$ cat src/hdl/dcache_pkg.sv
`default_nettype none

package dcache_pkg;

    localparam int ADDR_W = 24;     // Halfword address
    localparam int DATA_W = 16;
    localparam int OFF_W = 2;       // Four halfwords per line
    localparam int LINE_W = 64;
    localparam int IDX_W_DEFAULT = 6;
    localparam int TAG_W_DEFAULT = ADDR_W - IDX_W_DEFAULT - OFF_W;

    // Everything below this address belongs to the protected zero page
    localparam logic [ADDR_W-1:0] FIRST_PAGE_DEFAULT = 24'h000800;

    typedef struct packed {
        logic [ADDR_W-1:0] addr;
        logic [DATA_W-1:0] wdata;
        logic [1:0]        sel;        // Bit 0 is the low byte
        logic              we;
        logic              cacheable;
    } cpu_req_t;

    // A narrower tag from a wider index sits zero-extended in the low bits
    typedef struct packed {
        logic [TAG_W_DEFAULT-1:0] tag;
        logic [LINE_W-1:0]        line;
        logic                     dirty;
        logic                     valid;
    } cache_entry_t;

    typedef enum logic [1:0] {
        OP_SINGLE_RD,
        OP_SINGLE_WR,
        OP_LINE_FILL,
        OP_LINE_WB
    } line_op_t;

    typedef struct packed {
        line_op_t          op;
        logic [ADDR_W-1:0] adr;    // Line base for bursts, beat address for singles
        logic [DATA_W-1:0] wdata;
        logic [1:0]        sel;
        logic [LINE_W-1:0] line;   // Victim line for a writeback
    } line_cmd_t;

endpackage

`default_nettype wire

$ cat src/hdl/dcache_req_port.sv
`timescale 1ns/1ps
`default_nettype none

module dcache_req_port #(
    parameter logic [dcache_pkg::ADDR_W-1:0] P_FIRST_PAGE = dcache_pkg::FIRST_PAGE_DEFAULT
) (
    input  wire logic                           i_clk,
    input  wire logic                           i_rst,
    input  wire logic                           i_ready,
    input  wire logic                           i_req,
    input  wire logic                           i_we,
    input  wire logic [dcache_pkg::ADDR_W-1:0]  i_addr,
    input  wire logic [dcache_pkg::DATA_W-1:0]  i_wdata,
    input  wire logic [1:0]                     i_sel,
    input  wire logic                           i_cacheable,
    input  wire logic                           i_req_done,
    output logic                                o_req_valid,
    output dcache_pkg::cpu_req_t                o_req,
    output logic                                o_exception
);
    import dcache_pkg::*;

    logic taken;       // Current i_req already accepted
    logic accept;
    logic illegal;

    assign illegal = i_addr < P_FIRST_PAGE;
    assign accept = i_ready && i_req && !taken && !o_req_valid;

    always_ff @(posedge i_clk) begin
        if (i_rst) begin
            o_req_valid <= 1'b0;
            o_exception <= 1'b0;
            taken       <= 1'b0;
        end else begin
            o_exception <= 1'b0;
            if (!i_req) begin
                taken <= 1'b0;
            end
            if (o_req_valid && i_req_done) begin
                o_req_valid <= 1'b0;
            end else if (accept) begin
                taken <= 1'b1;
                if (illegal) begin
                    o_exception <= 1'b1;   // Refused, never reaches the controller
                end else begin
                    o_req_valid <= 1'b1;
                end
            end
        end
    end

    always_ff @(posedge i_clk) begin
        if (accept) begin
            o_req <= '{addr: i_addr, wdata: i_wdata, sel: i_sel, we: i_we,
                       cacheable: i_cacheable};
        end
    end

endmodule

`default_nettype wire

$ cat config.mk
export PLATFORM = sky130hd
export DESIGN_NAME = dcache_req_port
export DESIGN_NICKNAME = d
export VERILOG_FILES = /design/src/hdl/dcache_pkg.sv /design/src/hdl/dcache_req_port.sv
export SDC_FILE = /design/constraint.sdc
export NUM_CORES = 1
export LEC_CHECK = 0
export BUFFER_PORTS_ARGS = -buffer_cell sky130_fd_sc_hd__buf_2
export CORE_UTILIZATION = 28
export CTS_CLUSTER_SIZE = 24
export DETAILED_ROUTE_END_ITERATION = 7
export GPL_TIMING_DRIVEN = 1
export PLACE_DENSITY_LB_ADDON = 0.12
export SLEW_MARGIN = 10
export SYNTH_ARGS = -nofsm -noshare
export SYNTH_HDL_FRONTEND = slang
export SYNTH_SLANG_ARGS = --single-unit
$ cat constraint.sdc
create_clock -name i_clk -period 4.34 [get_ports i_clk]
set_input_delay 0.651 -clock i_clk [delete_from_list [all_inputs] [get_ports i_clk]]
set_output_delay 0.651 -clock i_clk [all_outputs]
set_load 0.05 [all_outputs]
# After elaboration in Yosys (flattened, before gate mapping)
# Index checks and enable logic that the tools add are counted.
dict set report word_totals {
  reg_bits 47
  input_bits 49
  out_inout_bits 46
  wordCells 24
}
dict set report op_classes {
  n_lt_le_gt_ge 1
  muxes 4
  bitwise_logic 2
  n_reduce_logical 9
}
# cell count
set ops {}
lappend ops {{$lt A24 B12 Y1 const B} 1}
lappend ops {{$logic_and A1 B1 Y1} 4}
lappend ops {{$mux W1} 4}
lappend ops {{$reduce_or A3 Y1} 1}
lappend ops {{$logic_not A1 Y1} 2}
lappend ops {{$not A1 Y1} 2}
lappend ops {{$reduce_and A2 Y1} 1}
lappend ops {{$reduce_or A2 Y1} 1}

# Longest topological paths before layout
# Gate-level depths: netlist of run 1.
dict set report depth {
  depth_word 5
  mapped_depth 3
}

# Least setup slack after synthesis of run 1
# OpenSTA, ideal clock, no wires.
dict set report synth_timing {
  path_type {in2reg}
  start {input i_ready}
  end {register o_req[0] in the netlist's numbering (enable)}
  setup_ns 0.509
  arrival_time_ns 4.019
  path_slack_ns -0.188
  stages 2
  n_path_buf 0
  path_cell_list {nand2b_1 > nor3b_1}
}
dict set report synth_between {
  elab_chain_cells 3
}
# item line
set synth_lines {}
lappend synth_lines {{start, declared} dcache_req_port.sv:9} ;# input wire logic i_ready,
lappend synth_lines {{$logic_and A1 B1 Y1 (3 in series)} dcache_req_port.sv:28} ;# assign accept = i_ready && i_req && !taken && !o_req_valid;
lappend synth_lines {{net accept} dcache_req_port.sv:24} ;# logic accept;
lappend synth_lines {{end signal, assigned} dcache_req_port.sv:55} ;# o_req <= '{addr: i_addr, wdata: i_wdata, sel: i_sel, we: i_we,
lappend synth_lines {{end, declared} dcache_req_port.sv:18} ;# output dcache_pkg::cpu_req_t o_req,
# The timed path passes the listed nets, and every way through them passes these cells.
# A chain may end at the register's enable or synchronous reset.

# Worst setup path in the final report of run 1
dict set report layout_timing {
  start {input i_ready}
  end {register o_req[9] in the netlist's numbering (enable)}
}
# Same word-level chain as after synthesis.

==> results.json, run 1 <==
{
  "critPathMaxFanout": 24,
  "fp.dieW_um": 74.6,
  "clock_latency_ns": 0.29,
  "fin_crit_ns": 2.22,
  "regArea_mm2": 0.00138,
  "finClkSkew_ns": 0.00846,
  "cts.sinks": 47,
  "final_nets": 212,
  "slew_headroom_pct": 33.0,
  "synth_common_cells": "edfxtp_1, dfxtp_1",
  "multi_input_area_um2": 100,
  "yosysMostFrequentCell": "edfxtp_1",
  "p_clk_share_pct": 26.7,
  "ctsResizeCount": 0,
  "synth_largest_area_cell": "edfxtp_1",
  "fmax_mhz": 451,
  "avgSynthCellArea_um2": 24.2,
  "synth-edff-count": 44,
  "postCtsHoldBufs": 0,
  "p_int_w": 0.000657,
  "cts_made_buffers": 5,
  "synth_warnings": 0,
  "ys_types": 12,
  "ir_drop_mv": 0.139,
  "ant_nets": 0,
  "core_mm2": 0.00507,
  "cts_tree": "done",
  "synth_flop_cell": "edfxtp_1",
  "worstPathRequired_ns": 4.30,
  "grt_pass1_wl_mm": 3.96,
  "critPathArrivalTime_ns": 2.18,
  "wire_per_inst_um": 12.2,
  "period_share_pct": 51.1,
  "grt_setup_unrepaired": "no",
  "outcome": "finished, final reports clean",
  "mappedNetlistNets": 110,
  "hold_viol_final": 0,
  "place_congestion": 0.612,
  "synth-async-reset-ratio_pct": 0,
  "grt_pass1_vias": 842,
  "syn2layout_area_growth_pct": 44.4,
  "portBuffers": 94,
  "combPwrFrac_pct": 13.6,
  "nFillCells": 486,
  "grt_max_degree": 25,
  "h-tree-depth": 2,
  "layout-drive-gt1-share_pct": 63.8,
  "yosys-top-cells-area": "edfxtp_1, dfxtp_1, nor4_2",
  "antenna_found_initial": 0,
  "fin_ws_ns": 2.12,
  "seq_power_share_pct": 59.7,
  "io_pins": 95,
  "cp-start-kind": "input port",
  "p_sw_w": 0.000221,
  "setup_viol": 0,
  "die_y_um": 74.6,
  "worst_hold_path_type": "reg2reg",
  "tightestPinTransition_ns": 1.00,
  "power.leakage_nw": 0.878,
  "grt.overflow.total": 0,
  "num_antenna_cells": 0,
  "vias": 942,
  "switching_share_pct": 25.2,
  "slew_viol_final": 0,
  "initial_utilization_pct": 29.0,
  "power_density_mw_per_mm2": 413,
  "drc": 0,
  "crit_path_end_kind": "register",
  "synth-seq-cells": 47,
  "die_area_mm2": 0.00556,
  "drt_iter0_drc": 25,
  "synth_area_mm2": 0.00147,
  "synth_top_area_share_pct": 89.6,
  "vias_per_cell": 4.04,
  "setup_tns_ns": 0,
  "cap_violations": 0,
  "cts_root_buf": "clkbuf_8",
  "drt_wl_total_mm": 2.84,
  "crit_type": "in2reg",
  "rows": 26,
  "pre_cts_ws_ns": 1.77,
  "synth_cells": 61,
  "grt_util_all_layers_pct": 10.0,
  "post_cts_buffers": 0,
  "drt_pass1_iterations": 4,
  "path_clk_slew_ns": 0.07,
  "yosysSeqAreaShare_pct": 93.7,
  "clk_path_buf_depth": 2
}
==> layer usage <==
| metal | global-route usage, % | vias up | wire, um |
|---|---|---|---|
| li1 | - | 445 | - |
| met1 | 10.6 | 433 | 1050 |
| met2 | 17.4 | 62 | 1460 |
| met3 | 5.15 | 2 | 308 |
| met4 | 3.14 | 0 | 16 |
| met5 | 0 | - | 0 |
==> placed cells by master (no fill, tap or decap), drive strengths merged <==
cell,n
buf,95
edfxtp,44
clkbuf,5
dfxtp,3
nor4,3
nand2b,2
nor3,2
nor2,2
clkinv,2
nor3b,1
nand4,1
a22o,1
inv,1
a21oi,1
==> cell type report <==
cell class | count | share of cell area, %
clock buffers | 5 | 3.23
clock inverters | 2 | 0.412
inverters | 1 | 0.176
multi-input cells | 13 | 4.70
flip-flops and latches | 47 | 64.9
well taps | 70 | 4.12
repair buffers | 95 | 22.5
==> final timing paths <==
check | endpoint | depth (start not counted) | slack [ns] | start
setup / recovery | o_req[9] | 4 | 2.12 | i_ready
hold / removal | o_req_valid | 1 | 0.52 | o_req_valid
setup reg to reg | o_req[9] | 3 | 2.14 | o_req_valid
hold reg to reg | o_req_valid | 1 | 0.52 | o_req_valid
==> per-stage QoR <==
stage / utilization (%) / area [um^2] / instances / hold WS [ns] / total power (W)
final: 41.9 / 2130 / 233 / 0.521 / 0.000878
after global routing: 41.9 / 2130 / 233 / 0.507 / 0.000915
after CTS: 41.9 / 2130 / 233 / 0.519 / 0.000890
after detailed placement: 40.4 / 2050 / 226 / 0.505 / 0.000656
after global placement: 40.4 / 2050 / 226 / 0.469 / 0.000653
after floorplan: - / 1480 / 61 / 0.463 / 0.000612
==> power groups by stage <==
stage                     clock network (W)  logic [W]  registers [W]
after floorplan                           0  0.0000111       0.000601
after global placement                    0   0.000120       0.000534
after detailed placement                  0   0.000121       0.000535
after CTS                          0.000244   0.000121       0.000524
after global routing               0.000263   0.000126       0.000526
final                              0.000235   0.000119       0.000524
==> critical path, stage by stage <==
cell      delay [ns]
buf_2           0.08
nand2b_1        0.13
nor3b_4         0.86
buf_4           0.45
==> registers in the layout, summed over array words and instances, names as in the netlist <==
signal / cells
o_req: 44
o_exception: 1
o_req_valid: 1
taken: 1
==> cell families (layout without fill, tap and decap cells) <==
family | count (synthesis) | count (layout) | synth area share [%]
AO/OA/AOI/OAI | 2 | 2 | 0.934
buffers and inverters | 1 | 103 | 0.254
flip-flops | 47 | 47 | 93.7
AND/OR/NAND/NOR | 11 | 11 | 5.09
Power figures use the tool's default switching activity.
==> run 2, diff against run 1 <==
clock period = 2.2 ns   (was 4.34 ns; I/O delays follow)
==> run 2 against run 1 <==
  * Clock skew decreased by 0.0036 ns
  * Cell area increased by 2.2%
  * Clock power increased to 2.6 times the previous value
  * Clock-buffer cell count unchanged
  * Sequential cell count unchanged
  * Highest routed layer unchanged
  * Global-route usage increased by 0.98 points
  * Setup slack got worse by 1.2 ns
  * Via count increased by 2.3%
==> results.json, run 2 (synthesis results as in run 1) <==
{
  "setup_viol": 0,
  "final_cell_mix": "buf_2, edfxtp_1, clkbuf_8",
  "period_share_pct": 59.9,
  "power.leakage_nw": 0.900,
  "layout-drive-gt1-share_pct": 65.5,
  "drc": 0,
  "clk_path_buf_depth": 2,
  "slew_viol_final": 0,
  "timing.rr.end": "o_req[14]",
  "ant_nets": 0,
  "drt_iter0_drc": 61,
  "critPathBufInv": 1,
  "cp_num_cells": 3,
  "slowest_delay_ns": 0.34,
  "critPathArrivalTime_ns": 1.30,
  "rrSetupSlack_ns": 0.88,
  "final_nets": 213,
  "drt_wl_total_mm": 2.97,
  "crit_type": "reg2reg",
  "place_area_mm2": 0.00207,
  "path_clk_slew_ns": 0.08,
  "portBuffers": 94,
  "drt_pass1_iterations": 4,
  "outcome": "finished, final reports clean",
  "worst_hold_path_type": "in2reg",
  "fin_ws_ns": 0.882,
  "slew_headroom_pct": 81.4,
  "grt_max_degree": 23,
  "die_area_mm2": 0.00556,
  "cap_violations": 0,
  "fmax_mhz": 759,
  "vias": 964,
  "fp.dieW_um": 74.6,
  "largest_register_ff_count": 44,
  "cts.sinks": 47,
  "place_congestion": 0.645,
  "vias_per_cell": 4.10,
  "cpLargestDelayFamily": "flip-flops",
  "cts_root_buf": "clkbuf_8",
  "io_pins": 95,
  "grt_util_all_layers_pct": 11.0,
  "die_y_um": 74.6,
  "fin_crit_ns": 1.32,
  "cpMaxStageDelayCell": "dfxtp_2",
  "worstPathRequired_ns": 2.18,
  "r2r-start": "o_req_valid",
  "core_mm2": 0.00507,
  "grt_pass1_wl_mm": 4.35,
  "wire_per_inst_um": 12.6,
  "syn2layout_area_growth_pct": 47.5,
  "power_density_mw_per_mm2": 864,
  "finClkSkew_ns": 0.00490,
  "setup_tns_ns": 0,
  "pre_cts_ws_ns": 0.843,
  "layout_commonest_cell": "buf_2",
  "total_power_w": 0.00188,
  "path_cells": "nand2b_4 -> nor3b_4 -> buf_4",
  "initial_utilization_pct": 29.0,
  "ctsResizeCount": 0,
  "postCtsHoldBufs": 0,
  "cts_tree": "done",
  "cts_made_buffers": 5,
  "dp_hpwl_mm": 2.28,
  "rr_worst_depth": 3,
  "rows": 26,
  "hold_viol_final": 0,
  "regMostFlops": "o_req",
  "clock_latency_ns": 0.30,
  "cp-start-kind": "register",
  "grt_pass1_vias": 915,
  "final_util_pct": 42.9,
  "tightestPinTransition_ns": 0.278,
  "critPathMaxFanout": 22,
  "grt.overflow.total": 0,
  "post_cts_buffers": 0,
  "crit_path_end_kind": "register",
  "worstSetupEndpoint": "o_req[14]",
  "ir_drop_mv": 0.341,
  "startpoint": "o_req_valid",
  "min_from": "i_wdata[7]",
  "h-tree-depth": 2,
  "stdcell_area_mm2": 0.00217,
  "antenna_found_initial": 0,
  "num_antenna_cells": 0,
  "grt_setup_unrepaired": "no"
}
[run 2: metrics by stage]
stage / hold WS, ns / std cells
after floorplan: 0.429 / 61
after global placement: 0.459 / 227
after detailed placement: 0.477 / 227
after CTS: 0.195 / 235
after global routing: 0.181 / 235
final: 0.204 / 235
[run 2: power breakdown]
group / switching (W) / leakage, nW / total, W / internal, W
Combinational: 0.000177 / 0.411 / 0.000240 / 0.0000629
Clock: 0.000273 / 0.0556 / 0.000605 / 0.000333
Sequential: 0.00000985 / 0.434 / 0.00103 / 0.00102
[run 2: worst min path at each step]
stage	slack, ns	depth (start not counted)	to
2_1_floorplan	0.43	0	o_req[0]
3_3_place_gp	0.46	1	o_req_valid
3_5_place_dp	0.48	1	o_req_valid
4_1_cts	0.20	1	o_req[29]
5_1_grt	0.18	1	o_req[11]
6_report	0.20	1	o_req[11]
[run 2: final cells by class]
type                            instances  area [um^2]
Clock buffer                            5         68.8
Clock inverter                          3         38.8
Fill cell                             498         2900
Inverter                                1         3.75
Multi-Input combinational cell         13          108
Sequential cell                        47         1380
Tap cell                               70         87.6
Timing Repair Buffer                   96          485
[run 2: layer usage]
metal  global-route usage [%]  vias to the layer above  routed length (um)
li1                         -                      445                   -
met1                     11.4                      457                1110
met2                     19.4                       57                1530
met3                     5.01                        5                 287
met4                     4.40                        0                  44
met5                        0                        -                   0
==> run 3, diff against run 2 <==
clock period = 1.1 ns   (was 2.2 ns; I/O delays follow)
==> run 3 against run 2 <==
  * The flow now finishes with violations (setup timing)
  * Via count fell by 1.3%
  * First-iteration DRC count shrank 54%
  * Hold slack worse by 0.16 ns
  * Setup slack got worse by 1.0 ns
  * Clock-buffer cell count did not move
==> results.json, run 3 (synthesis results as in run 1) <==
{
  "violations": "setup timing",
  "cts_made_buffers": 5,
  "cp-start-kind": "register",
  "place_congestion": 0.647,
  "cts_tree": "done",
  "worstPathRequired_ns": 1.10,
  "period_share_pct": 115,
  "final_cell_mix": "buf_2, edfxtp_1, buf_4",
  "worst_hold_path_type": "in2reg",
  "nFillCells": 497,
  "dp_hpwl_mm": 2.33,
  "final_util_pct": 44.0,
  "num_antenna_cells": 0,
  "io_pins": 95,
  "pre_cts_ws_ns": -0.201,
  "grt.overflow.total": 0,
  "place_area_mm2": 0.00210,
  "drc": 0,
  "grt_max_degree": 19,
  "h-tree-depth": 2,
  "outcome": "finished, violations left",
  "fin_crit_ns": 1.26,
  "ir_drop_mv": 0.732,
  "crit_type": "reg2reg",
  "critPathArrivalTime_ns": 1.26,
  "vias": 951,
  "ant_nets": 0,
  "setup_viol": 44,
  "slew_headroom_pct": 83.2,
  "rows": 26,
  "grt_pass1_wl_mm": 4.28,
  "largest_register_ff_count": 44,
  "critPathMaxFanout": 18,
  "stdcell_area_mm2": 0.00223,
  "wire_per_inst_um": 12.5,
  "initial_utilization_pct": 29.0,
  "postCtsHoldBufs": 0,
  "power_density_mw_per_mm2": 1680,
  "grt_setup_unrepaired": "yes",
  "cap_violations": 0,
  "core_mm2": 0.00507,
  "crit_path_end_kind": "register",
  "finClkSkew_ns": 0.00413,
  "layout-drive-gt1-share_pct": 66.3,
  "cts.sinks": 47,
  "vias_per_cell": 3.98,
  "layout_commonest_cell": "buf_2",
  "tightestPinTransition_ns": 0.250,
  "syn2layout_area_growth_pct": 51.6,
  "post_cts_buffers": 0,
  "regMostFlops": "o_req",
  "drt_iter0_drc": 28,
  "path_clk_slew_ns": 0.08,
  "slew_viol_final": 0,
  "die_area_mm2": 0.00556,
  "grt_pass1_vias": 892,
  "clock_latency_ns": 0.29,
  "portBuffers": 94,
  "cts_root_buf": "clkbuf_8",
  "power.leakage_nw": 0.928,
  "grt_util_all_layers_pct": 11.1,
  "final_nets": 217,
  "antenna_found_initial": 0,
  "fin_ws_ns": -0.164,
  "drt_wl_total_mm": 3.00,
  "drt_pass1_iterations": 3,
  "clk_path_buf_depth": 2,
  "dp_cells": 231,
  "finalNonFillerCells": 239,
  "fmax_mhz": 791,
  "die_y_um": 74.6,
  "fp.dieW_um": 74.6,
  "hold_viol_final": 0
}
run 3: cell count changes in the layout (fill, tap and decap cells not counted):
cell / delta
buf_2: -5
buf_4: +5
buf_6: +4
dfxtp_2: -1
dfxtp_4: +1
run 3: cell type report:
type / count / area, um^2 / area share, %
Tap cell: 70 / 87.6 / 3.92
Clock buffer: 5 / 68.8 / 3.08
Timing Repair Buffer: 100 / 543 / 24.3
Sequential cell: 47 / 1390 / 62.0
Inverter: 1 / 3.75 / 0.168
Clock inverter: 3 / 38.8 / 1.74
Multi-Input combinational cell: 13 / 108 / 4.82
run 3: per-stage QoR:
step	setup TNS, ns	total power (W)	hold WS, ns
after global routing	-9.03	0.00393	0.0121
final	-6.65	0.00376	0.0427
after detailed placement	-7.66	0.00261	0.344
after floorplan	-46.24	0.00242	0.264
after global placement	-6.66	0.00260	0.344
after CTS	-7.18	0.00382	0.0268
run 3: where the power goes:
group	total [W]	leakage [nW]	internal [W]	switching [W]
logic	0.000507	0.439	0.000147	0.000360
clock network	0.00119	0.0556	0.000665	0.000525
registers	0.00206	0.434	0.00205	0.0000183
total	0.00376	0.928	0.00286	0.000904
run 3: timing repair:
action | in CTS | in global routing
endpoints found under the setup margin | 45 | 49
pin swaps | 0 | 0
resized for setup | 4 | 9
run 3: path summary, 6_finish.rpt:
check | start | endpoint | slack, ns | depth (start not counted)
max | o_req_valid | o_req[23] | -0.16 | 3
min | i_wdata[13] | o_req[17] | 0.04 | 1
max reg2reg | o_req_valid | o_req[23] | -0.16 | 3
min reg2reg | o_req_valid | o_req_valid | 0.58 | 2
run 3: metal layers:
layer	vias up	share of wire, %	global-route usage (%)
met3	10	11	4.74
met4	0	3.0	7.55
met1	426	39	11.9
met5	-	0	0
met2	60	48	17.7
li1	455	-	-
run 3: critical path, cell delays in order (launching register included):
cell	delay (ns)
dfxtp_4	0.34
nand2b_4	0.14
nor3b_4	0.24
buf_6	0.24
