File: src/hdl/dcache_pkg.sv
`default_nettype none

package dcache_pkg;

    localparam int ADDR_W = 24;     // Halfword address
    localparam int DATA_W = 16;
    localparam int OFF_W = 2;       // Four halfwords per line
    localparam int LINE_W = 64;
    localparam int IDX_W_DEFAULT = 6;
    localparam int TAG_W_DEFAULT = ADDR_W - IDX_W_DEFAULT - OFF_W;

    // Everything below this address belongs to the protected zero page
    localparam logic [ADDR_W-1:0] FIRST_PAGE_DEFAULT = 24'h000800;

    typedef struct packed {
        logic [ADDR_W-1:0] addr;
        logic [DATA_W-1:0] wdata;
        logic [1:0]        sel;        // Bit 0 is the low byte
        logic              we;
        logic              cacheable;
    } cpu_req_t;

    // A narrower tag from a wider index sits zero-extended in the low bits
    typedef struct packed {
        logic [TAG_W_DEFAULT-1:0] tag;
        logic [LINE_W-1:0]        line;
        logic                     dirty;
        logic                     valid;
    } cache_entry_t;

    typedef enum logic [1:0] {
        OP_SINGLE_RD,
        OP_SINGLE_WR,
        OP_LINE_FILL,
        OP_LINE_WB
    } line_op_t;

    typedef struct packed {
        line_op_t          op;
        logic [ADDR_W-1:0] adr;    // Line base for bursts, beat address for singles
        logic [DATA_W-1:0] wdata;
        logic [1:0]        sel;
        logic [LINE_W-1:0] line;   // Victim line for a writeback
    } line_cmd_t;

endpackage

`default_nettype wire

File: src/hdl/wb_line_master.sv
`timescale 1ns/1ps
`default_nettype none

module wb_line_master (
    input  wire logic                           i_clk,
    input  wire logic                           i_rst,
    input  wire logic                           i_cmd_valid,
    input  wire dcache_pkg::line_cmd_t          i_cmd,
    output logic                                o_cmd_done,
    output logic [dcache_pkg::LINE_W-1:0]       o_fill_line,
    output logic [dcache_pkg::DATA_W-1:0]       o_rdata_single,
    output logic                                o_wb_cyc,
    output logic                                o_wb_stb,
    output logic                                o_wb_we,
    output logic [dcache_pkg::ADDR_W-1:0]       o_wb_adr,
    output logic [dcache_pkg::DATA_W-1:0]       o_wb_dat,
    output logic [1:0]                          o_wb_sel,
    output logic                                o_wb_burst,
    input  wire logic [dcache_pkg::DATA_W-1:0]  i_wb_dat,
    input  wire logic                           i_wb_ack
);
    import dcache_pkg::*;

    line_cmd_t         cmd_q;
    logic [OFF_W-1:0]  beat;
    logic              is_line;
    logic              beat_ok;
    logic              last_beat;
    logic              start;

    assign is_line = (cmd_q.op == OP_LINE_FILL) || (cmd_q.op == OP_LINE_WB);
    assign beat_ok = o_wb_cyc && o_wb_stb && i_wb_ack;
    assign last_beat = !is_line || (&beat);
    // The done cycle still sees the old command valid, so it must not restart
    assign start = !o_wb_cyc && i_cmd_valid && !o_cmd_done;

    always_ff @(posedge i_clk) begin
        if (i_rst) begin
            o_wb_cyc   <= 1'b0;
            o_wb_stb   <= 1'b0;
            o_cmd_done <= 1'b0;
            beat       <= '0;
        end else begin
            o_cmd_done <= 1'b0;
            if (start) begin
                o_wb_cyc <= 1'b1;
                o_wb_stb <= 1'b1;
                beat     <= '0;
            end else if (beat_ok) begin
                beat <= beat + 1'b1;
                if (last_beat) begin
                    o_wb_cyc   <= 1'b0;
                    o_wb_stb   <= 1'b0;
                    o_cmd_done <= 1'b1;
                end
            end
        end
    end

    always_ff @(posedge i_clk) begin
        if (start) begin
            cmd_q <= i_cmd;
        end
        if (beat_ok) begin
            o_fill_line[beat*DATA_W +: DATA_W] <= i_wb_dat;
            o_rdata_single <= i_wb_dat;
        end
    end

    assign o_wb_we = o_wb_cyc && ((cmd_q.op == OP_SINGLE_WR) || (cmd_q.op == OP_LINE_WB));
    assign o_wb_burst = o_wb_cyc && is_line;
    assign o_wb_adr = is_line ? {cmd_q.adr[ADDR_W-1:OFF_W], beat} : cmd_q.adr;
    assign o_wb_dat = is_line ? cmd_q.line[beat*DATA_W +: DATA_W] : cmd_q.wdata;
    assign o_wb_sel = is_line ? 2'b11 : cmd_q.sel;   // Whole halfwords on line bursts

endmodule

`default_nettype wire

File: config.mk
export PLATFORM = sky130hd
export DESIGN_NAME = wb_line_master
export DESIGN_NICKNAME = d
export VERILOG_FILES = /design/src/hdl/dcache_pkg.sv /design/src/hdl/wb_line_master.sv
export SDC_FILE = /design/constraint.sdc
export NUM_CORES = 1
export LEC_CHECK = 0
export BUFFER_PORTS_ARGS = -buffer_cell sky130_fd_sc_hd__buf_2
export CAP_MARGIN = 5
export CORE_MARGIN = 4
export CORE_UTILIZATION = 56
export CTS_BUF_LIST = sky130_fd_sc_hd__clkbuf_4
export CTS_CLUSTER_DIAMETER = 100
export DETAILED_ROUTE_END_ITERATION = 6
export PLACE_DENSITY = 0.91
export SLEW_MARGIN = 20
export SYNTH_ARGS = -nofsm -noshare
export SYNTH_HDL_FRONTEND = slang
export SYNTH_SLANG_ARGS = --single-unit
File: constraint.sdc
create_clock -name i_clk -period 21.1 [get_ports i_clk]
set_input_delay 3.165 -clock i_clk [delete_from_list [all_inputs] [get_ports i_clk]]
set_output_delay 3.165 -clock i_clk [all_outputs]
set_load 0.01 [all_outputs]
# ---- Word-level counts from Yosys, hierarchy flattened
# Cells that the tools add are included.
dict set report word_totals {
  ff_bits 192
  inputBits 128
  output_inout_bits 127
}
dict set report op_classes {
  n_addsub 2
  eq_ne 3
  n_shift 3
  mux 8
  n_bitwise 1
  n_reduce_logical 17
}
# operator count
set op_table {}
lappend op_table {{64-bit bitwise mux} 1}
lappend op_table {{16-bit by 34-bit variable shift with 64-bit output, first input constant} 1}
lappend op_table {{16-bit by 34-bit indexed part select with 64-bit output} 1}
lappend op_table {{64-bit by 7-bit indexed part select with 16-bit output} 1}
lappend op_table {{6-bit negator with 34-bit output} 1}
lappend op_table {{16-bit two-way mux} 1}
lappend op_table {{1-bit logical AND} 5}
lappend op_table {{2-bit == test, second input constant} 2}
lappend op_table {{1-bit two-way mux} 4}
lappend op_table {{2-bit two-way mux} 2}
lappend op_table {{2-bit AND reduction} 2}
lappend op_table {{2-bit nonzero test} 2}
lappend op_table {{1-bit logical NOT} 3}
lappend op_table {{1-bit logical OR} 3}
lappend op_table {{3-bit OR reduction} 1}
lappend op_table {{2-bit by 1-bit adder with 2-bit output, second input constant} 1}
lappend op_table {{2-bit by 1-bit == test with 1-bit output, second input constant} 1}
lappend op_table {{2-bit OR reduction} 1}
lappend op_table {{1-bit NOT} 1}

# ---- Depth between registers and ports, before layout
# Gate-level depths: netlist (run 1).
dict set report logic_depth {
  word_depth 7
  ltp_mapped 7
  depth_no_buf 5
}

# ---- Worst setup path before layout (run 1)
# No wires, ideal clock.
dict set report synth_path {
  path_kind {input port to flip-flop}
  startpoint {input port i_cmd_valid}
  endpoint {register cmd_q[0] (netlist name), enable pin}
  setup_time_ps 737
  arrival_time_ps 11060
  t_required_ps 20363
  path_slack_ps 9303
  path_stages 1
  path_buffers 0
  path_cell_list {nor3b_1}
}
dict set report synth_via {
  elab_chain_len 2
}
# element line
set synth_rtl {}
lappend synth_rtl {{start, declared} wb_line_master.sv:7} ;# input wire logic i_cmd_valid,
lappend synth_rtl {{1-bit logical AND (2 in a row)} wb_line_master.sv:35} ;# assign start = !o_wb_cyc && i_cmd_valid && !o_cmd_done;
lappend synth_rtl {{end signal, assigned} wb_line_master.sv:62} ;# cmd_q <= i_cmd;
lappend synth_rtl {{end, declared} wb_line_master.sv:24} ;# line_cmd_t cmd_q;
# Every way passes these cells.
# A chain may end at the register's enable or synchronous reset.

# ---- Final worst setup path (run 1)
dict set report layout_path {
  startpoint {register cmd_q[107] (netlist name)}
  endpoint {output port o_wb_dat[9] (netlist name)}
}
dict set report layout_via {
  elab_chain_len 3
}
# element line
set layout_rtl {}
lappend layout_rtl {{2-bit == test} wb_line_master.sv:31} ;# assign is_line = (cmd_q.op == OP_LINE_FILL) || (cmd_q.op == OP_LINE_WB);
lappend layout_rtl {{1-bit logical OR *} wb_line_master.sv:31}
lappend layout_rtl {{16-bit two-way mux *} wb_line_master.sv:73} ;# assign o_wb_dat = is_line ? cmd_q.line[beat*DATA_W +: DATA_W] : cmd_q.wdata;
lappend layout_rtl {{end, declared} wb_line_master.sv:16} ;# output logic [dcache_pkg::DATA_W-1:0] o_wb_dat,
# Mark *: on every way between the ends. The rest lies on a longest branch, timed or not.

==> results of run 1 <==
final cells by class:
| type | instances | area share, % |
|---|---|---|
| Sequential cell | 192 | 64.30 |
| Timing Repair Buffer | 257 | 14.53 |
| Multi-Input combinational cell | 172 | 14.36 |
| Tap cell | 172 | 2.416 |
| Clock inverter | 10 | 2.121 |
| Clock buffer | 19 | 1.602 |
| Inverter | 16 | 0.6743 |
cell families after synthesis:
group / after synthesis
and+or+nand+nor: 106
buffers and inverters: 52
adders and majority gates: 6
xor gates and xnor gates: 1
muxes: 34
DFF: 192
AOI/OAI and AO/OA: 25
cell usage after synthesis (all sizes together), types with 6 or more instances:
master	count
a21oi	7
and2	62
buf	32
edfxtp	188
ha	6
inv	16
mux2	17
mux2i	17
nand2	15
nor2b	8
nor3	6
o21ai	8
o221ai	10
registers in the layout, indices dropped and copies added (netlist names):
register,cells
o_wb_stb,1
beat,2
o_cmd_done,1
o_rdata_single,16
o_fill_line,64
cmd_q,108
stage by stage:
stage / utilization [%] / std cells
finish: 70.00 / 838
global route: 70.00 / 838
CTS: 70.00 / 838
detailed placement: 67.40 / 809
global placement: 67.38 / 809
floorplan: - / 416
worst max-delay path, stage by stage, from the launching register on:
cell and delay (ns):
edfxtp_1 0.97, nor2b_2 0.79, nand2_1 0.15, o221ai_1 0.14, buf_2 0.19
per-layer routing:
layer	routed length, µm	vias to the layer above	global-route usage [%]
met3	1530	21	5.945
met2	8253	264	37.82
met4	257	0	7.768
met1	5664	2034	24.89
li1	-	1978	-
met5	0	-	0
cell usage in the layout (no fill, tap or decap), types with 2 or more instances in the layout:
| cell type | count |
|---|---|
| clkbuf_4 | 19 |
| o21ai_0 | 6 |
| mux2_4 | 2 |
| and3_1 | 4 |
| buf_4 | 3 |
| nor2_1 | 5 |
| o221ai_1 | 9 |
| ha_1 | 6 |
| nor3_4 | 2 |
| bufinv_16 | 5 |
| edfxtp_1 | 188 |
| nand2_1 | 14 |
| clkinv_4 | 3 |
| or2_2 | 2 |
| and2_1 | 62 |
| dfxtp_1 | 3 |
| o21ai_1 | 2 |
| nor2b_1 | 7 |
| a21oi_1 | 7 |
| nor3_1 | 3 |
| mux2_2 | 15 |
| inv_1 | 15 |
| buf_2 | 254 |
| mux2i_1 | 17 |
worst paths after layout:
kind | startpoint | end | slack, ns | cells past startpoint
max | cmd_q[107]$_DFFE_PP_ | o_wb_dat[9] | 15.16 | 4
min | o_wb_stb$_SDFFE_PP0P_ | o_wb_stb$_SDFFE_PP0P_ | 0.64 | 2
max reg2reg | o_wb_stb$_SDFFE_PP0P_ | cmd_q[93]$_DFFE_PP_ | 18.83 | 3
min reg2reg | o_wb_stb$_SDFFE_PP0P_ | o_wb_stb$_SDFFE_PP0P_ | 0.64 | 2
power groups by stage:
stage	Combinational (mW)	Clock (mW)	Sequential (mW)
after global routing	0.0621	0.243	0.447
after CTS	0.0571	0.226	0.445
after floorplan	0.0317	0	0.456
after global placement	0.0549	0	0.452
final	0.0564	0.222	0.445
after detailed placement	0.0569	0	0.454
==> reports/metrics.yaml, run 1 <==
status:
  status: "finished clean"
floorplan:
  die_w_um: 122.4
  start_util_pct: 57.65
  fp-row-count: 41
  core_um2: 12720
  dieHeight_um: 122.4
  ioPinCount: 255
  dieArea_um2: 14990
sta:
  setup_viol: 0
  finalHoldViolations: 0
  skew_ns: 0.01180
  clock.fmax_ghz: 0.1683
  slew_violations: 0
  tightestPinTransition_ns: 0.9345
  period_share_pct: 28.15
  rsz0062_at_grt: "false"
  finalSetupTns_ns: 0
  holdWs_ns: 0.6387
  final.min_clock_period_ns: 5.940
  setup_slack_ns: 15.16
  relSlewSlack_pct: 37.70
worst_setup_path:
  crit_type: "register to output port"
  required_ns: 17.94
  endpoint_kind: "output port"
  cp-start-kind: "register"
  critPathMaxFanout: 24
  critPathArrivalTime_ns: 2.78
global_routing:
  overflow: 0
  first_global_vias: 4406
  grt_pass1_wl_mm: 23.49
  grt_usage_pct: 21.35
  grt_max_degree: 78
  antenna_found_initial: 0
route:
  vias: 4297
  wl_per_cell_um: 18.74
  wirelength_mm: 15.71
  antenna_left: 0
  vias_per_cell: 5.128
  drc: 0
  drt-initial-drc-count: 422
  dr.pass1.iters: 5
logic_synthesis:
  synth_top_area_share_pct: 76.97
  synth_nets: 550
  synth-xor-area-share_pct: 0.1194
  synth-simple-area-share_pct: 8.854
  synthesis.instances: 416
  synth_edf_count: 188
  synth.distinct_cells: 34
  ys.flop_type: "edfxtp_1"
  synth_top_family_by_area: "simple AND/OR/NAND/NOR gates"
  synthAdderAreaFrac_pct: 1.024
  syn_area_per_cell_um2: 17.63
  synth_top_area_cell: "edfxtp_1"
  synth_area_leaders: "edfxtp_1 (77%), and2_1 (5.3%), buf_4 (2.5%)"
  yosysWarnings: 0
  ys_seq_area_share_pct: 78.06
  synth-seq-cells: 192
  synth_compound_area_share_pct: 2.303
  synthMuxAreaShare_pct: 5.032
  async_flop_share_pct: 0
  synthesis.area_um2: 7335
layout:
  drive_gt1_share_pct: 47.45
  multi_input_area_um2: 1279
  area_delta_synth_final_pct: 21.43
  seqCellArea_um2: 5727
  fill_cells: 829
  final_nets: 790
  finalInstanceArea_um2: 8906
  n_antenna_cell: 0
pwr:
  total_power_uw: 722.9
  p_sw_uw: 152.7
  power_frac_clock_pct: 30.6
  leakagePower_nw: 3.645
  power.density_nw_per_um2: 81.17
  worst_ir_drop_vdd_uv: 75.39
  switching_share_pct: 21.12
  pwr-share-seq_pct: 61.5
  p_int_uw: 570.2
  power_frac_comb_pct: 7.8
clock_tree:
  clock_latency_ns: 0.54
  hold_buffers: 0
  cts_setup_buffers: 0
  htree_levels: 4
  cts.sinks: 192
  tritoncts: "yes"
  cts_resized: 0
  numCtsBuffers: 17
  clk_pin_slew_ns: 0.13
  clock-root-buffer: "clkbuf_4"
  clockBufferDepth: 2
place:
  port_buffers: 254
  dpl_cell_area_um2: 8574
  place.gp.congestion: 0.8054
  place_hpwl_mm: 11.42
  preCtsSetupSlack_ns: 15.79
run:
  drv_cap: 0
min_path:
  hold_class: "register to register"
Note: power is estimated with default switching activity, not from simulation.
==> run 2, diff against run 1 <==
--- a/config.mk
+++ b/config.mk
@@ -8,11 +8,11 @@
 export BUFFER_PORTS_ARGS = -buffer_cell sky130_fd_sc_hd__buf_2
 export CAP_MARGIN = 5
 export CORE_MARGIN = 4
-export CORE_UTILIZATION = 56
+export CORE_UTILIZATION = 47
 export CTS_BUF_LIST = sky130_fd_sc_hd__clkbuf_4
 export CTS_CLUSTER_DIAMETER = 100
 export DETAILED_ROUTE_END_ITERATION = 6
-export PLACE_DENSITY = 0.91
+export PLACE_DENSITY = 0.82
 export SLEW_MARGIN = 20
 export SYNTH_ARGS = -nofsm -noshare
 export SYNTH_HDL_FRONTEND = slang
==> constraint.sdc (replaced) <==
create_clock -name i_clk -period 5.12 [get_ports i_clk]
set_input_delay 0.768 -clock i_clk [delete_from_list [all_inputs] [get_ports i_clk]]
set_output_delay 0.768 -clock i_clk [all_outputs]
set_load 0.01 [all_outputs]
==> run 2 against run 1 <==
Against the previous run:
- sequential share of layout area decreased by 0.072 points
- via count is 0.56% lower
- non-clock buffer count did not move
- global-route usage is 3.9 points lower
- power increased to 4.0 times the previous value
- largest cell class unchanged
==> reports/metrics.yaml, run 2 (synthesis results as in run 1) <==
sta:
  skew_ns: 0.02132
  slew_violations: 0
  clock.fmax_ghz: 0.2817
  tightestPinTransition_ns: 1.076
  rsz0062_at_grt: "false"
  relSlewSlack_pct: 28.28
  finalSetupTns_ns: 0
  setup_viol: 0
  period_share_pct: 69.34
  final.min_clock_period_ns: 3.550
  finalHoldViolations: 0
floorplan:
  die_w_um: 132.9
  fp-row-count: 45
  dieHeight_um: 132.9
  ioPinCount: 255
  core_um2: 15260
  dieArea_um2: 17670
  start_util_pct: 48.07
worst_setup_path:
  crit_type: "register to output port"
  worstReg2RegEnd: "o_fill_line[22]$_DFFE_PP_"
  crit-reg2reg-launch: "beat[0]$_SDFFE_PP0P_"
  endpoint: "o_wb_dat[9]"
  critPathMaxFanout: 24
  endpoint_kind: "output port"
  slowest_delay_ns: 0.97
  rr_worst_depth: 5
  required_ns: 4.35
  critPathArrivalTime_ns: 2.78
  startpoint: "cmd_q[107]$_DFFE_PP_"
  reg2reg_slack_ns: 2.40
  cp_cell_sequence: "nand2_1, o221ai_1, buf_2"
  worst_path_max_delay_cell: "edfxtp_1"
  cp-start-kind: "register"
layout:
  final_nets: 790
  top_regs: "cmd_q (108), o_fill_line (64), o_rdata_single (16)"
  n_antenna_cell: 0
  fill_cells: 1120
  layout_common_cells: "buf_2 (254), edfxtp_1 (188), and2_1 (62)"
  top_register: "cmd_q"
  area_delta_synth_final_pct: 21.56
  fin_cells: 880
  final_common_cell: "buf_2"
  drive_gt1_share_pct: 47.38
  final_core_util_pct: 58.43
  largest_reg_flops: 108
global_routing:
  grt_usage_pct: 17.48
  grt_pass1_wl_mm: 23.59
  grtUsageMet1_pct: 20.34
  first_global_vias: 4428
  grtUsageMet3_pct: 6.730
  overflow: 0
  antenna_found_initial: 0
  grt_max_degree: 112
  use_met2_pct: 30.16
  grt-busiest-layer: "met2"
route:
  drc: 0
  dr.pass1.iters: 4
  wl_per_cell_um: 17.58
  vias: 4273
  wirelength_mm: 15.47
  vias_per_cell: 4.856
  drt-initial-drc-count: 219
  antenna_left: 0
clock_tree:
  clockBufferDepth: 2
  numCtsBuffers: 17
  clock_latency_ns: 0.56
  tritoncts: "yes"
  cts_setup_buffers: 0
  cts_resized: 0
  clock-root-buffer: "clkbuf_4"
  clk_pin_slew_ns: 0.17
  cts.sinks: 192
  hold_buffers: 0
  htree_levels: 4
min_path:
  hold_class: "input port to register"
  min_from: "i_cmd[28]"
status:
  status: "finished clean"
place:
  dp_cells: 848
  place.gp.congestion: 0.7968
  place_hpwl_mm: 11.28
  port_buffers: 254
pwr:
  worst_ir_drop_vdd_uv: 220.9
  power.density_nw_per_um2: 320.9
  leakagePower_nw: 3.627
run:
  drv_cap: 0
-- run 2: cell count changes in the layout (fill, tap and decap cells not counted), sizes merged --
| cell | change |
|---|---|
| bufinv | -4 |
| clkinv | +1 |
| clkbuf | -2 |
| inv | +8 |
-- run 2: worst min-delay path by stage --
stage | cells after the start | slack, ns | end
6_report | 1 | 0.37 | cmd_q[28]$_DFFE_PP_
5_1_grt | 1 | 0.29 | cmd_q[12]$_DFFE_PP_
4_1_cts | 1 | 0.30 | cmd_q[28]$_DFFE_PP_
3_5_place_dp | 2 | 0.64 | beat[1]$_SDFFE_PP0P_
3_3_place_gp | 2 | 0.64 | o_wb_stb$_SDFFE_PP0P_
2_1_floorplan | 2 | 0.57 | beat[1]$_SDFFE_PP0P_
-- run 2: through the flow --
stage / power [mW] / setup slack (ns) / instance area [µm²] / hold WS [ns]
finish: 2.861 / 1.570 / 8916 / 0.3660
global route: 2.981 / 1.228 / 8916 / 0.2906
CTS: 2.888 / 1.402 / 8916 / 0.3015
detailed placement: 2.108 / 2.086 / 8640 / 0.6444
global placement: 2.096 / 2.229 / 8640 / 0.6380
floorplan: 1.999 / 1.099 / 7346 / 0.5702
-- run 2: where the power goes --
part / switching, mW / total, mW / internal, mW
clock network: 0.535 / 0.794 / 0.259
registers: 0.0286 / 1.84 / 1.81
logic: 0.129 / 0.233 / 0.104
total: 0.692 / 2.86 / 2.17
-- run 2: critical path, delay by kind of cell, from the launching register on --
kind	cells	cell delay, ns
AND/OR/NAND/NOR	1	0.67
AO/OA/AOI/OAI	1	0.38
buffers and inverters	1	0.19
flip-flops	1	0.97
-- run 2: final cells by class --
| type | instances | area (µm²) | share of cell area (%) |
|---|---|---|---|
| inverters | 16 | 60.06 | 0.6736 |
| multi-input cells | 172 | 1282 | 14.38 |
| well taps | 211 | 264.0 | 2.961 |
| clock inverters | 15 | 148.9 | 1.670 |
| repair buffers | 257 | 1306 | 14.65 |
| clock buffers | 17 | 127.6 | 1.431 |
| flip-flops and latches | 192 | 5727 | 64.23 |
-- run 2: per-layer routing --
metal / vias to the layer above / part of all wire, %
met2: 228 / 51
met4: 0 / 1.3
met3: 12 / 9.1
met5: - / 0
li1: 1978 / -
met1: 2055 / 38
==> run 3, diff against run 2 <==
--- a/config.mk
+++ b/config.mk
@@ -5,6 +5,7 @@
 export SDC_FILE = /design/constraint.sdc
 export NUM_CORES = 1
 export LEC_CHECK = 0
+export ABC_AREA = 1
 export BUFFER_PORTS_ARGS = -buffer_cell sky130_fd_sc_hd__buf_2
 export CAP_MARGIN = 5
 export CORE_MARGIN = 4
==> constraint.sdc (replaced) <==
create_clock -name i_clk -period 3.1 [get_ports i_clk]
set_input_delay 0.465 -clock i_clk [delete_from_list [all_inputs] [get_ports i_clk]]
set_output_delay 0.465 -clock i_clk [all_outputs]
set_load 0.01 [all_outputs]
==> run 3 against run 2 <==
Against the previous run:
- global-route usage is 1.0 points higher
- sequential power is 64% higher
- via count is 20% higher
- synthesized cell count is 31% higher
- combinational power is 98% higher
- critical path depth is 2 higher
- clock skew is 0.0088 ns lower
- die area is 1.3% higher
- area after synthesis is 1.4% higher
- cell count is 20% higher
- flip-flop and latch count stayed put
- critical path type unchanged
- largest power group unchanged
==> reports/metrics.yaml, run 3 <==
route:
  vias: 5117
  drt-initial-drc-count: 364
  wl_per_cell_um: 17.70
  drc: 0
  antenna_left: 0
  dr.pass1.iters: 4
  vias_per_cell: 4.864
  wirelength_mm: 18.62
logic_synthesis:
  synth_nets: 677
  synthesis.area_um2: 7435
  synth-seq-cells: 192
  ys.flop_type: "edfxtp_1"
  yosys.cell_count.top_type: "edfxtp_1"
  synth_top_area_cell: "edfxtp_1"
  synth_edf_count: 188
  async_flop_share_pct: 0
  synth_area_leaders: "edfxtp_1 (76%), nand2_1 (4.5%), nor2_1 (3.7%)"
  syn_area_per_cell_um2: 13.69
  synth.distinct_cells: 23
  synth_top_area_share_pct: 75.93
  synthesis.instances: 543
  ys_top_cells_by_count: "edfxtp_1 (188), nand2_1 (90), nor2_1 (74)"
  yosysWarnings: 0
  ys_seq_area_share_pct: 77.01
place:
  port_buffers: 254
  preCtsSetupSlack_ns: 0.8876
  dpl_cell_area_um2: 8733
  place_hpwl_mm: 11.93
  place.gp.congestion: 0.8663
sta:
  setup_slack_ns: 0.3840
  tightestPinTransition_ns: 0.8272
  setup_viol: 0
  skew_ns: 0.01257
  slew_violations: 0
  final.min_clock_period_ns: 2.716
  clock.fmax_ghz: 0.3682
  finalSetupTns_ns: 0
  rsz0062_at_grt: "false"
  holdWs_ns: 0.06958
  finalHoldViolations: 0
  period_share_pct: 87.61
  relSlewSlack_pct: 44.80
clock_tree:
  htree_levels: 4
  cts.sinks: 192
  clock-root-buffer: "clkbuf_4"
  clock_latency_ns: 0.56
  numCtsBuffers: 17
  cts_resized: 0
  cts_setup_buffers: 0
  clockBufferDepth: 2
  tritoncts: "yes"
  clk_pin_slew_ns: 0.15
global_routing:
  grt_max_degree: 109
  antenna_found_initial: 1
  grt_pass1_wl_mm: 25.08
  grt_usage_pct: 18.51
  grtUsageMet1_pct: 20.54
  use_met2_pct: 31.53
  grtUsageMet3_pct: 7.877
  first_global_vias: 4875
  grt-busiest-layer: "met2"
  overflow: 0
worst_setup_path:
  critPathMaxFanout: 12
  reg2reg_slack_ns: 0.87
  worstReg2RegEnd: "o_fill_line[24]$_DFFE_PP_"
  crit-reg2reg-launch: "beat[1]$_SDFFE_PP0P_"
  endpoint_kind: "output port"
  crit_type: "register to output port"
  required_ns: 2.63
  endpoint: "o_wb_dat[3]"
  startpoint: "cmd_q[107]$_DFFE_PP_"
  rr_worst_depth: 6
  critPathArrivalTime_ns: 2.25
  cp-start-kind: "register"
layout:
  final_common_cell: "buf_2"
  final_nets: 961
  area_delta_synth_final_pct: 26.91
  finalInstanceArea_um2: 9435
  largest_reg_flops: 108
  top_regs: "cmd_q (108), o_fill_line (64), o_rdata_single (16)"
  final_core_util_pct: 61.38
  layout_common_cells: "buf_2 (254), edfxtp_1 (188), nand2_1 (90)"
  drive_gt1_share_pct: 37.02
  top_register: "cmd_q"
run:
  drv_cap: 0
pwr:
  worst_ir_drop_vdd_uv: 343.4
  leakagePower_nw: 3.984
  power.density_nw_per_um2: 500.3
floorplan:
  fp-row-count: 45
  ioPinCount: 255
  core_um2: 15370
  start_util_pct: 48.37
  dieArea_um2: 17890
  die_w_um: 133.8
  dieHeight_um: 133.8
min_path:
  hold_class: "input port to register"
status:
  status: "finished clean"
## run 3: worst min-delay path by stage
stage | from | end | slack [ns] | cells past startpoint
global route | i_cmd[11] | cmd_q[11]$_DFFE_PP_ | -0.009 | 1
detailed placement | o_wb_stb$_SDFFE_PP0P_ | o_wb_stb$_SDFFE_PP0P_ | 0.54 | 2
CTS | i_cmd[54] | cmd_q[54]$_DFFE_PP_ | 0.002 | 1
global placement | o_wb_stb$_SDFFE_PP0P_ | o_wb_stb$_SDFFE_PP0P_ | 0.52 | 2
finish | i_cmd[65] | cmd_q[65]$_DFFE_PP_ | 0.07 | 1
floorplan | i_rst | o_wb_stb$_SDFFE_PP0P_ | 0.53 | 1
## run 3: power breakdown
| part | internal, mW | leakage [nW] | total, mW | switching (mW) |
|---|---|---|---|---|
| Combinational | 0.193 | 2.04 | 0.461 | 0.268 |
| Sequential | 2.98 | 1.81 | 3.02 | 0.0352 |
| Clock | 0.405 | 0.134 | 1.24 | 0.835 |
| Total | 3.58 | 3.98 | 4.72 | 1.14 |
## run 3: worst max-delay path: stages, from the launching register on
cell and delay [ns]:
edfxtp_1 0.63, nand2_1 0.42, nor2_1 0.24, o21ai_0 0.14, nand3_1 0.12, buf_2 0.13
## run 3: what timing repair did
item                       CTS  global route
hold buffers                 1            44
hold endpoints to repair     1            44
setup endpoints to repair    0             0
## run 3: kinds of logic (layout without fill, tap and decap cells)
family	after synthesis	in the layout	share of synthesized area, %
simple gates	221	221	12.89
flops	192	192	77.01
buf+inv	100	397	7.136
compound gates	24	24	1.952
fa+ha+maj	6	6	1.010
other cells	0	1	0
## run 3: final cells by class
class / count / area [µm²]
inverter: 58 / 221.5
clock buffer: 18 / 135.1
antenna: 1 / 2.502
clock inverter: 14 / 113.9
tap: 211 / 264.0
fill: 1134 / 5936
sequential: 192 / 5725
multi-input combinational: 251 / 1179
timing repair buffer: 307 / 1794
## run 3: metal layers
layer	part of all wire, %	wire length [µm]
met1	36	6723
met2	52	9655
met3	10	1894
met4	1.9	346
met5	0	0
## run 3: metrics by stage
step | power, mW | std cells
after floorplan | 3.303 | 543
after global routing | 4.907 | 1052
final | 4.721 | 1052
after global placement | 3.474 | 974
after detailed placement | 3.487 | 974
after CTS | 4.687 | 1007
